[src/logic/sdram_pkg.sv]
package sdram_pkg;

  // ------------------------------
  // Widths
  // ------------------------------
  localparam int CMD_W  = 3;
  localparam int ROW_W  = 14;
  localparam int BANK_W = 3;
  localparam int PAGE_W = ROW_W + BANK_W;   // Row and bank together
  localparam int ADDR_W = 26;
  localparam int COL_W  = ADDR_W - PAGE_W;  // 9 column bits
  localparam int CNT_W  = 4;

  // ------------------------------
  // SDRAM command codes
  // ------------------------------
  // Encoded as {RAS#, CAS#, WE#}
  localparam logic [CMD_W-1:0] cmd_noop = 3'b111;
  localparam logic [CMD_W-1:0] cmd_actv = 3'b011;  // Row open
  localparam logic [CMD_W-1:0] cmd_read = 3'b101;
  localparam logic [CMD_W-1:0] cmd_wrte = 3'b100;
  localparam logic [CMD_W-1:0] cmd_prch = 3'b010;  // Row close
  localparam logic [CMD_W-1:0] cmd_arsr = 3'b001;  // Auto refresh

  localparam logic [ROW_W-1:0] PRCH_ALL_ADDR = 14'h0400;  // A10 selects all banks

  // ------------------------------
  // Command spacing
  // ------------------------------
  // Counter is reloaded after each command and counts up into a window
  localparam logic [CNT_W-1:0] CNT_AFTER_ARSR  = 4'd3;
  localparam logic [CNT_W-1:0] CNT_AFTER_ACTV  = 4'd12;
  localparam logic [CNT_W-1:0] CNT_AFTER_NOOP  = 4'd14;
  localparam logic [CNT_W-1:0] CNT_AFTER_OTHER = 4'd11;

  localparam logic [CNT_W-1:0] CNT_READY_LO = 4'd13;
  localparam logic [CNT_W-1:0] CNT_READY_HI = 4'd14;

  // Write recovery before a precharge
  localparam logic [CNT_W-1:0] CNT_DELAY_LO = 4'd14;
  localparam logic [CNT_W-1:0] CNT_DELAY_HI = 4'd15;

  localparam logic [2:0] ACTV_WAIT = 3'd4;  // ACTV to PRCH

  // ------------------------------
  // Request address
  // ------------------------------
  typedef union packed {
    struct packed {
      logic [ROW_W-1:0]  row;
      logic [BANK_W-1:0] bank;
      logic [COL_W-1:0]  col;
    } fields;
    struct packed {
      logic [PAGE_W-1:0] page;   // Compared against the open page
      logic [COL_W-1:0]  col;
    } paged;
  } req_addr_u;

endpackage

[src/logic/bank_tracker.sv]
module bank_tracker
(
  input  logic                        INPUT_CLK,
  input  logic                        RST,
  input  logic [sdram_pkg::CMD_W-1:0] issued_command,
  input  logic                        refresh_strobe,
  output logic                        page_active,
  output logic                        last_was_write,
  output logic                        refresh_ack,
  output logic                        change_ok,
  output logic                        actv_settled
);
  import sdram_pkg::*;

  logic [CNT_W-1:0]            cnt;
  logic [$bits(ACTV_WAIT)-1:0] actv_cnt;
  logic                        extra_pass;  // Long wait after refresh
  logic                        cmd_valid;
  logic                        in_window;

  assign cmd_valid = issued_command != cmd_noop;

  // Precharge after a write needs the later window
  always_comb
  begin
    if (page_active && last_was_write)
      in_window = (cnt == CNT_DELAY_LO) || (cnt == CNT_DELAY_HI);
    else
      in_window = (cnt == CNT_READY_LO) || (cnt == CNT_READY_HI);
  end

  assign change_ok    = in_window && !extra_pass;
  assign actv_settled = actv_cnt == ACTV_WAIT;

  always_ff @(posedge INPUT_CLK)
  begin
    if (!RST)
    begin
      page_active    <= 1'b0;
      last_was_write <= 1'b0;
      refresh_ack    <= 1'b0;
      extra_pass     <= 1'b0;
      cnt            <= CNT_AFTER_NOOP;  // Top of the ready window
      actv_cnt       <= ACTV_WAIT;
    end
    else if (cmd_valid)
    begin
      if (issued_command == cmd_actv)
        page_active <= 1'b1;
      else if (issued_command == cmd_prch)
        page_active <= 1'b0;

      last_was_write <= issued_command == cmd_wrte;

      if (issued_command == cmd_arsr)
      begin
        refresh_ack <= refresh_strobe;  // Clears refresh_due
        extra_pass  <= 1'b1;
      end

      if (issued_command == cmd_actv)
        actv_cnt <= '0;
      else if (!actv_settled)
        actv_cnt <= actv_cnt + 1'b1;

      case (issued_command)
        cmd_arsr: cnt <= CNT_AFTER_ARSR;
        cmd_actv: cnt <= CNT_AFTER_ACTV;
        default:  cnt <= CNT_AFTER_OTHER;
      endcase
    end
    else
    begin
      if (!change_ok)
        cnt <= cnt + 1'b1;          // Wraps once during the extra pass

      if (cnt == '0)
        extra_pass <= 1'b0;

      if (!actv_settled)
        actv_cnt <= actv_cnt + 1'b1;
    end
  end

endmodule

[src/logic/command_issue.sv]
module command_issue
(
  input  logic                         INPUT_CLK,
  input  logic                         RST,
  input  logic                         rand_req_q,
  input  logic                         bulk_req_q,
  input  sdram_pkg::req_addr_u         bulk_address_q,
  input  sdram_pkg::req_addr_u         rand_address_q,
  input  logic                         req_is_write,
  input  logic                         refresh_due,
  input  logic                         hit_rand,
  input  logic                         hit_bulk,
  input  logic                         hit_any,
  input  logic                         change_ok,
  input  logic                         actv_settled,
  input  logic                         page_active,
  input  logic                         last_was_write,
  output logic [sdram_pkg::CMD_W-1:0]  command,
  output logic [sdram_pkg::ROW_W-1:0]  address,
  output logic [sdram_pkg::BANK_W-1:0] bank,
  output logic                         rand_grant,
  output logic                         bulk_grant,
  output logic [sdram_pkg::CMD_W-1:0]  issued_command,
  output logic [sdram_pkg::PAGE_W-1:0] open_page
);
  import sdram_pkg::*;

  logic             stroke;     // Low on the cycle after an issue
  logic             rw_issued;  // Last issue was READ/WRTE
  logic             grant_d;    // Captured request still shows the granted access
  logic             on_page;
  logic             want_any;
  logic             issue;
  logic             load_page;
  req_addr_u        winner;
  logic [CMD_W-1:0] next_cmd;
  logic [ROW_W-1:0] next_address;

  assign winner = bulk_req_q ? bulk_address_q : rand_address_q;  // Bulk first

  // ------------------------------
  // Issue decision
  // ------------------------------
  // Back-to-back accesses of one direction skip the spacing counter
  assign on_page  = rw_issued && hit_any && (req_is_write == last_was_write);
  assign want_any = rand_req_q || bulk_req_q || refresh_due;

  always_comb
  begin
    if (hit_any)
      next_cmd = req_is_write ? cmd_wrte : cmd_read;
    else if (page_active)
      next_cmd = actv_settled ? cmd_prch : cmd_noop;  // Wait out tRAS
    else if (refresh_due)
      next_cmd = cmd_arsr;
    else
      next_cmd = cmd_actv;
  end

  always_comb
  begin
    if (hit_any)
      next_address = {{(ROW_W-COL_W-1){1'b0}}, winner.fields.col, 1'b0};
    else if (page_active || refresh_due)
      next_address = PRCH_ALL_ADDR;
    else
      next_address = winner.fields.row;
  end

  assign issue = stroke && !grant_d
                 && (on_page || (change_ok && want_any && (next_cmd != cmd_noop)));

  assign load_page = issue && (hit_any || (next_cmd == cmd_actv));

  assign issued_command = command;

  // ------------------------------
  // Command and grant registers
  // ------------------------------
  always_ff @(posedge INPUT_CLK)
  begin
    if (!RST)
    begin
      command    <= cmd_noop;
      rand_grant <= 1'b0;
      bulk_grant <= 1'b0;
      stroke     <= 1'b1;
      rw_issued  <= 1'b0;
      grant_d    <= 1'b0;
    end
    else
    begin
      stroke  <= !issue;
      grant_d <= rand_grant || bulk_grant;

      if (issue)
      begin
        command   <= next_cmd;
        rw_issued <= hit_any;
      end
      else
        command <= cmd_noop;

      // Same edge as the READ/WRTE
      bulk_grant <= issue && hit_any && hit_bulk;
      rand_grant <= issue && hit_any && hit_rand && !hit_bulk;
    end
  end

  always_ff @(posedge INPUT_CLK)
  begin
    if (issue)
      address <= next_address;

    if (load_page)
    begin
      open_page <= winner.paged.page;
      bank      <= winner.fields.bank;
    end
  end

endmodule

[src/logic/request_capture.sv]
module request_capture
(
  input  logic                         INPUT_CLK,
  input  logic                         RST,
  input  logic                         refresh_strobe,
  input  sdram_pkg::req_addr_u         rand_address,
  input  logic                         rand_we,
  input  logic                         rand_request,
  input  sdram_pkg::req_addr_u         bulk_address,
  input  logic                         bulk_we,
  input  logic                         bulk_request,
  input  logic [sdram_pkg::PAGE_W-1:0] open_page,
  input  logic                         page_active,
  input  logic                         refresh_ack,
  output logic                         rand_req_q,
  output logic                         bulk_req_q,
  output sdram_pkg::req_addr_u         bulk_address_q,
  output sdram_pkg::req_addr_u         rand_address_q,
  output logic                         req_is_write,
  output logic                         refresh_due,
  output logic                         hit_rand,
  output logic                         hit_bulk,
  output logic                         hit_any
);
  import sdram_pkg::*;

  logic page_usable;
  logic hit_rand_w;
  logic hit_bulk_w;
  logic hit_any_w;

  // No hits while a refresh waits, so the page gets closed
  assign page_usable = page_active && !refresh_due;

  assign hit_rand_w = rand_request && page_usable
                      && (rand_address.paged.page == open_page);
  assign hit_bulk_w = bulk_request && page_usable
                      && (bulk_address.paged.page == open_page);

  // Hit of the port that has priority
  assign hit_any_w = bulk_request ? hit_bulk_w : hit_rand_w;

  always_ff @(posedge INPUT_CLK)
  begin
    if (!RST)
    begin
      rand_req_q  <= 1'b0;
      bulk_req_q  <= 1'b0;
      refresh_due <= 1'b0;
      hit_rand    <= 1'b0;
      hit_bulk    <= 1'b0;
      hit_any     <= 1'b0;
    end
    else
    begin
      rand_req_q  <= rand_request;
      bulk_req_q  <= bulk_request;
      refresh_due <= refresh_ack ^ refresh_strobe;  // Strobe toggled, not yet served
      hit_rand    <= hit_rand_w;
      hit_bulk    <= hit_bulk_w;
      hit_any     <= hit_any_w;
    end
  end

  always_ff @(posedge INPUT_CLK)
  begin
    rand_address_q <= rand_address;
    bulk_address_q <= bulk_address;
    req_is_write   <= bulk_request ? bulk_we : rand_we;
  end

endmodule

[src/logic/sdram_scheduler.sv]
module sdram_scheduler
(
  input  logic                         INPUT_CLK,
  input  logic                         RST,
  input  logic                         refresh_strobe,
  input  sdram_pkg::req_addr_u         rand_address,
  input  logic                         rand_we,
  input  logic                         rand_request,
  input  sdram_pkg::req_addr_u         bulk_address,
  input  logic                         bulk_we,
  input  logic                         bulk_request,
  output logic                         rand_grant,
  output logic                         bulk_grant,
  output logic [sdram_pkg::CMD_W-1:0]  command,
  output logic [sdram_pkg::ROW_W-1:0]  address,
  output logic [sdram_pkg::BANK_W-1:0] bank
);
  import sdram_pkg::*;

  logic              rand_req_q;
  logic              bulk_req_q;
  req_addr_u         rand_address_q;
  req_addr_u         bulk_address_q;
  logic              req_is_write;
  logic              refresh_due;
  logic              hit_rand;
  logic              hit_bulk;
  logic              hit_any;
  logic [PAGE_W-1:0] open_page;
  logic [CMD_W-1:0]  issued_command;
  logic              page_active;
  logic              last_was_write;
  logic              refresh_ack;
  logic              change_ok;
  logic              actv_settled;

  // ------------------------------
  // Request capture
  // ------------------------------
  request_capture u_capture
  (
    .INPUT_CLK      (INPUT_CLK),
    .RST            (RST),
    .refresh_strobe (refresh_strobe),
    .rand_address   (rand_address),
    .rand_we        (rand_we),
    .rand_request   (rand_request),
    .bulk_address   (bulk_address),
    .bulk_we        (bulk_we),
    .bulk_request   (bulk_request),
    .open_page      (open_page),
    .page_active    (page_active),
    .refresh_ack    (refresh_ack),
    .rand_req_q     (rand_req_q),
    .bulk_req_q     (bulk_req_q),
    .bulk_address_q (bulk_address_q),
    .rand_address_q (rand_address_q),
    .req_is_write   (req_is_write),
    .refresh_due    (refresh_due),
    .hit_rand       (hit_rand),
    .hit_bulk       (hit_bulk),
    .hit_any        (hit_any)
  );

  // ------------------------------
  // Command issue
  // ------------------------------
  command_issue u_issue
  (
    .INPUT_CLK      (INPUT_CLK),
    .RST            (RST),
    .rand_req_q     (rand_req_q),
    .bulk_req_q     (bulk_req_q),
    .bulk_address_q (bulk_address_q),
    .rand_address_q (rand_address_q),
    .req_is_write   (req_is_write),
    .refresh_due    (refresh_due),
    .hit_rand       (hit_rand),
    .hit_bulk       (hit_bulk),
    .hit_any        (hit_any),
    .change_ok      (change_ok),
    .actv_settled   (actv_settled),
    .page_active    (page_active),
    .last_was_write (last_was_write),
    .command        (command),
    .address        (address),
    .bank           (bank),
    .rand_grant     (rand_grant),
    .bulk_grant     (bulk_grant),
    .issued_command (issued_command),
    .open_page      (open_page)
  );

  bank_tracker u_tracker
  (
    .INPUT_CLK      (INPUT_CLK),
    .RST            (RST),
    .issued_command (issued_command),
    .refresh_strobe (refresh_strobe),
    .page_active    (page_active),
    .last_was_write (last_was_write),
    .refresh_ack    (refresh_ack),
    .change_ok      (change_ok),
    .actv_settled   (actv_settled)
  );

endmodule
[config.mk]
export PLATFORM = sky130hd
export DESIGN_NAME = sdram_scheduler
export DESIGN_NICKNAME = d
export VERILOG_FILES = /design/src/logic/sdram_pkg.sv /design/src/logic/bank_tracker.sv /design/src/logic/command_issue.sv /design/src/logic/request_capture.sv /design/src/logic/sdram_scheduler.sv
export SDC_FILE = /design/constraint.sdc
export NUM_CORES = 1
export LEC_CHECK = 0
export BUFFER_PORTS_ARGS = -buffer_cell sky130_fd_sc_hd__buf_2
export CORE_MARGIN = 4
export CORE_UTILIZATION = 35
export DETAILED_ROUTE_END_ITERATION = 16
export PLACE_DENSITY = 0.62
export SLEW_MARGIN = 20
export SYNTH_ARGS = -nofsm -noshare
export SYNTH_HDL_FRONTEND = slang
export SYNTH_SLANG_ARGS = --single-unit
[constraint.sdc]
create_clock -name INPUT_CLK -period 8 [get_ports INPUT_CLK]
set_input_delay 0.4 -clock INPUT_CLK [delete_from_list [all_inputs] [get_ports INPUT_CLK]]
set_output_delay 0.4 -clock INPUT_CLK [all_outputs]
set_load 0.03 [all_outputs]
# Yosys cells after proc, flatten, opt, wreduce, memory -nomap -nowiden
# Index checks and enable logic that the tools add are counted.
# word_totals
reg_bits,112
latchBits,0
ram_bits,0
romBits,0
inputBits,59
out_inout_bits,22
n_memories,0
# classes
n_addsub,2
n_mul,0
div,0
order_cmp,0
n_eq_ne,16
n_shift,0
n_mux,22
bitwise_logic,1
n_reduce_logical,39
# ops
operator,count
$eq A17 B17 Y1,2
$mux W26,1
$logic_and A1 B1 Y1,18
$mux W3,6
$eq A4 B4 Y1 const B,3
$mux W11,1
$mux W10,1
$eq A3 B2 Y1 const B,3
$mux W1,9
$logic_or A1 B1 Y1,8
$mux W4,2
$pmux W4 S2,1
$reduce_and A2 Y1,4
$eq A3 B3 Y1 const B,2
$ne A3 B3 Y1 const B,2
$logic_not A1 Y1,5
$add A4 B1 Y4 const B,1
$logic_not A4 Y1,1
$reduce_bool A2 Y1,2
$add A3 B1 Y3 const B,1
$eq A3 B1 Y1 const B,1
$mux W2,1
$ne A2 B1 Y1 const B,1
$ne A2 B2 Y1 const B,1
other kinds (3),3

# Logic depth before layout (Yosys ltp)
# logic_depth
depth_word,11
ltp_mapped,6

# Cells and area by module
# Synthesis repeated with hierarchy kept, for this count alone.
# unflattened
cells_unflattened,315
hier_area_um2,4046.4
# by_module_without_submodules
module,n_inst,cells_each,area_each_um2
command_issue,1,123,1773.0
request_capture,1,114,1626.6
bank_tracker,1,78,646.9

# Worst setup path after synthesis
# No wires, ideal clock.
# synth_path
path_kind,flip-flop to flip-flop
start,register u_tracker.cnt[1]
end,"register u_issue.open_page[0] in the netlist's numbering, enable pin"
arrival_time_ns,2.152
required_time_ns,7.626
slack_ns,5.473
stages_incl_launch_ff,5
path_buffers,0
path_cell_list,dfxtp_1 > and3b_2 > or4b_4 > a2111oi_4 > o22a_1
# synth_via
elab_chain_len,9
# synth_rtl
item,line,source
start: declaration,bank_tracker.sv:15,logic [CNT_W-1:0] cnt;
start signal: assignment,bank_tracker.sv:75,cnt <= cnt + 1'b1;
"$eq A4 B4 Y1, on equally long branches","bank_tracker.sv:29, bank_tracker.sv:27",
"$logic_or A1 B1 Y1, on equally long branches","bank_tracker.sv:29, bank_tracker.sv:27",
$mux W1 *,bank_tracker.sv:26,if (page_active && last_was_write)
$logic_and A1 B1 Y1 *,bank_tracker.sv:32,assign change_ok = in_window && !extra_pass;
$logic_and A1 B1 Y1 * (2 in a row),command_issue.sv:71,&& (on_page || (change_ok && want_any && (next_cmd != cmd_noop)));
$logic_or A1 B1 Y1 *,command_issue.sv:71,
$logic_and A1 B1 Y1 *,command_issue.sv:71,
$logic_and A1 B1 Y1 *,command_issue.sv:73,assign load_page = issue && (hit_any || (next_cmd == cmd_actv));
named net u_issue.load_page,command_issue.sv:34,logic load_page;
end signal: assignment,command_issue.sv:117,open_page <= winner.paged.page;
end: declaration,command_issue.sv:24,output logic [sdram_pkg::PAGE_W-1:0] open_page
# The timed path passes the listed nets; every way through them passes the cells marked *.
# A chain may end at the register's enable or synchronous reset.

# Worst setup path in the final report
# layout_path
start,register u_tracker.page_active
end,"register u_issue.open_page[11] in the netlist's numbering, enable pin"
# layout_via
elab_chain_len,8
# layout_rtl
item,line,source
start: declaration,bank_tracker.sv:7,"output logic page_active,"
start signal: assignment,bank_tracker.sv:39,page_active <= 1'b0;
start signal: assignment,bank_tracker.sv:49,page_active <= 1'b1;
start signal: assignment,bank_tracker.sv:51,page_active <= 1'b0;
branches (longest 7 deep; another with $mux W3),n/a,
$logic_and A1 B1 Y1 *,command_issue.sv:73,
named net u_issue.load_page,command_issue.sv:34,
# Mark *: on every way through the listed nets, which the timed path passes.

==> impl_metrics.sql <==
INSERT INTO impl_metrics (metric_group, metric, value, unit) VALUES
('run_status', 'result_of_the_run', 'complete, no violations', ''),
('sta', 'drv_slew', '0', ''),
('drt', 'drcViolationCount', '0', ''),
('clock_tree', 'cts-buffers-inserted', '9', ''),
('drt', 'viasPerCell', '4.76', ''),
('critical_path', 'worstSetupStartpointType', 'flop', ''),
('critical_path', 'critical_path.max_fanout', '17', ''),
('power_and_ir_drop', 'combPwrFrac', '24.8', '%'),
('power_and_ir_drop', 'p_int', '1080', 'uW'),
('sta', 'setup_tns', '0', 'ns'),
('clock_tree', 'maximum_clock_insertion_buffer_count', '2', ''),
('clock_tree', 'cts_tree', 'done', ''),
('critical_path', 'path_class', 'reg -> reg', ''),
('global_routing', 'global_route.overflow_total', '0', ''),
('power_and_ir_drop', 'power_frac_clock', '28.8', '%'),
('die', 'design.die.area', '13100', 'sq um'),
('synth', 'part_of_the_yosys_area_used_for_sequential_elements', '62.7', '%'),
('synth', 'synth_compound_area_share', '8.85', '%'),
('die', 'initial_utilization', '36.2', '%'),
('power_and_ir_drop', 'switching_share', '32.3', '%'),
('final_layout', 'n_antenna_cell', '0', ''),
('clock_tree', 'clkLatencyLatePin', '0.34', 'ns'),
('synth', 'ys_seq_elements', '109', ''),
('place', 'port_buffers', '80', ''),
('drt', 'ant_nets', '0', ''),
('final_layout', 'layout-drive-gt1-share', '30.9', '%'),
('global_routing', 'wire_length_of_the_first_global_routing_pass', '13200', 'microns'),
('power_and_ir_drop', 'static-leakage-power', '0.00197', 'uW'),
('die', 'core-area', '11000', 'sq um'),
('synth', 'muxShareOfSynthArea', '7.62', '%'),
('final_layout', 'area.growth.synth_to_final', '21.1', '%'),
('clock_tree', 'cts.hold.buffers_added', '0', ''),
('die', 'fp.dieW', '115', 'microns'),
('sta', 'max_freq', '0.332', 'GHz'),
('global_routing', 'grt_pass1_vias', '2611', ''),
('place', 'placedCellCount', '515', ''),
('critical_path', 'critical_path.top_delay_family', 'compound AO/OA/AOI/OAI gates', ''),
('drt', 'routed_wire_length_per_instance', '15.4', 'microns'),
('global_routing', 'grt_antenna_before_repair', '0', ''),
('drt', 'drt_iter0_drc', '88', ''),
('final_layout', 'ff_latch_area', '2490', 'sq um'),
('synth', 'synth.area.top_cells', 'dfxtp_1, edfxtp_1, xor2_1', ''),
('sta', 'timing_worst_slew_pin_value', '0.826', 'ns'),
('die', 'fp-row-count', '38', ''),
('die', 'num_io_pins', '81', ''),
('global_routing', 'grt_util_all_layers', '13.1', '%'),
('synth', 'post_synth_most_frequent_cells', 'dfxtp_1, edfxtp_1, xor2_1', ''),
('clock_tree', 'postCtsSetupRepairBufs', '0', ''),
('worst_hold_path', 'worst_hold_path_type', 'in -> reg', ''),
('critical_path', 'r2r_slack', '4.99', 'ns'),
('synth', 'synth_largest_type_area_fraction', '39.3', '%'),
('synth', 'synth_largest_area_cell', 'dfxtp_1', ''),
('power_and_ir_drop', 'power_density', '331', 'nW/um^2'),
('place', 'place_hpwl', '6050', 'microns'),
('sta', 'finalHoldViolCount', '0', ''),
('power_and_ir_drop', 'vdd_ir_drop_max', '160', 'uV'),
('drt', 'via_count', '2530', ''),
('clock_tree', 'clockRootBuffer', 'clkbuf_16', ''),
('job', 'cap_viol_max_count', '0', ''),
('synth', 'post_synth_instance_area', '3970', 'sq um'),
('synth', 'synth_fp_nets', '371', ''),
('drt', 'routed_wirelength', '8190', 'microns'),
('synth', 'asyncSetResetFlopFracSynth', '0', '%'),
('synth', 'postSynthAreaPerCell', '12.9', 'sq um'),
('synth', 'ys.flop_type', 'dfxtp_1', ''),
('critical_path', 'worst_path_max_delay_cell', 'o22a_1', ''),
('synth', 'synth-xor-area-share', '8.16', '%'),
('power_and_ir_drop', 'net_switching_component_of_the_power', '515', 'uW'),
('synth', 'number_of_enable_flip_flop_cells_after_synthesis', '31', ''),
('final_layout', 'fillCellCount', '1016', ''),
('synth', 'ys_types', '48', '');
## placed cells by master, fill, tap and decap left out, types with 5 or more instances in the layout
cell	netlist	final
and2_1	7	7
buf_2	0	80
clkbuf_16	0	9
dfxtp_1	78	78
edfxtp_1	31	31
ha_1	5	5
inv_1	10	10
mux2_2	18	18
mux2i_1	10	10
nand2_1	14	14
nand3_1	7	7
nor2_1	5	5
nor4_1	6	6
o21ai_0	7	7
o2bb2ai_1	9	9
xnor2_1	7	7
xor2_1	30	30
## registers in the layout, indices dropped and copies added, names as in the netlist, 3 cells and up
name                      flops
u_capture.bulk_address_q     26
u_capture.rand_address_q     26
u_issue.open_page            17
u_issue.address              14
u_tracker.cnt                 4
u_issue.command               3
u_tracker.actv_cnt            3
## per-layer routing
layer	track usage, %	share of wire [%]	up-vias
met5	0	0	-
met4	5.54	2.6	0
met3	3.49	7.1	17
met2	21.8	48	82
met1	16.0	42	1184
li1	-	-	1247
## worst paths after layout
kind                    startpoint                          end  cells after the start
min                bulk_address[6]  u_capture.bulk_address_q[6]                      1
max reg2reg  u_tracker.page_active        u_issue.open_page[11]                      4
min reg2reg     u_issue.rand_grant              u_issue.grant_d                      1
max          u_tracker.page_active        u_issue.open_page[11]                      4
## layout make-up
| cell class | instances | area share (%) |
|---|---|---|
| Sequential cell | 109 | 51.8 |
| Multi-Input combinational cell | 174 | 28.7 |
| Timing Repair Buffer | 82 | 8.63 |
| Clock buffer | 9 | 4.68 |
| Tap cell | 140 | 3.64 |
| Clock inverter | 7 | 1.82 |
| Inverter | 10 | 0.780 |
## worst register-to-register path: stages (launching register included)
cell       delay [ns]
dfxtp_1          0.54
a21boi_1         0.15
or4b_4           0.57
a2111oi_4        0.58
o22a_1           0.79
## cell families after synthesis
family	count (synthesis)
compound gates	44
flops	109
xor+xnor	37
fa+ha+maj	5
simple gates	60
buf+inv	24
mux	28
## metrics by stage
step	hold slack, ns	instance area (sq um)	utilization, %	power [uW]	worst slack [ns]
2_1_floorplan	0.428	3970	-	1020	5.47
6_report	0.152	4810	43.8	1590	4.99
4_1_cts	0.143	4810	43.8	1610	4.94
3_5_place_dp	0.438	4500	41.0	1150	4.96
3_3_place_gp	0.439	4500	41.0	1140	5.13
5_1_grt	0.142	4810	43.8	1680	4.80
## power by group through the flow
| stage | Sequential (uW) | Combinational [uW] | Clock (uW) |
|---|---|---|---|
| after detailed placement | 750 | 401 | 0 |
| after global placement | 752 | 385 | 0 |
| after global routing | 751 | 437 | 492 |
| after CTS | 740 | 403 | 468 |
| after floorplan | 794 | 231 | 0 |
| final | 739 | 395 | 460 |
No activity file was read; power rests on OpenSTA's default activity.
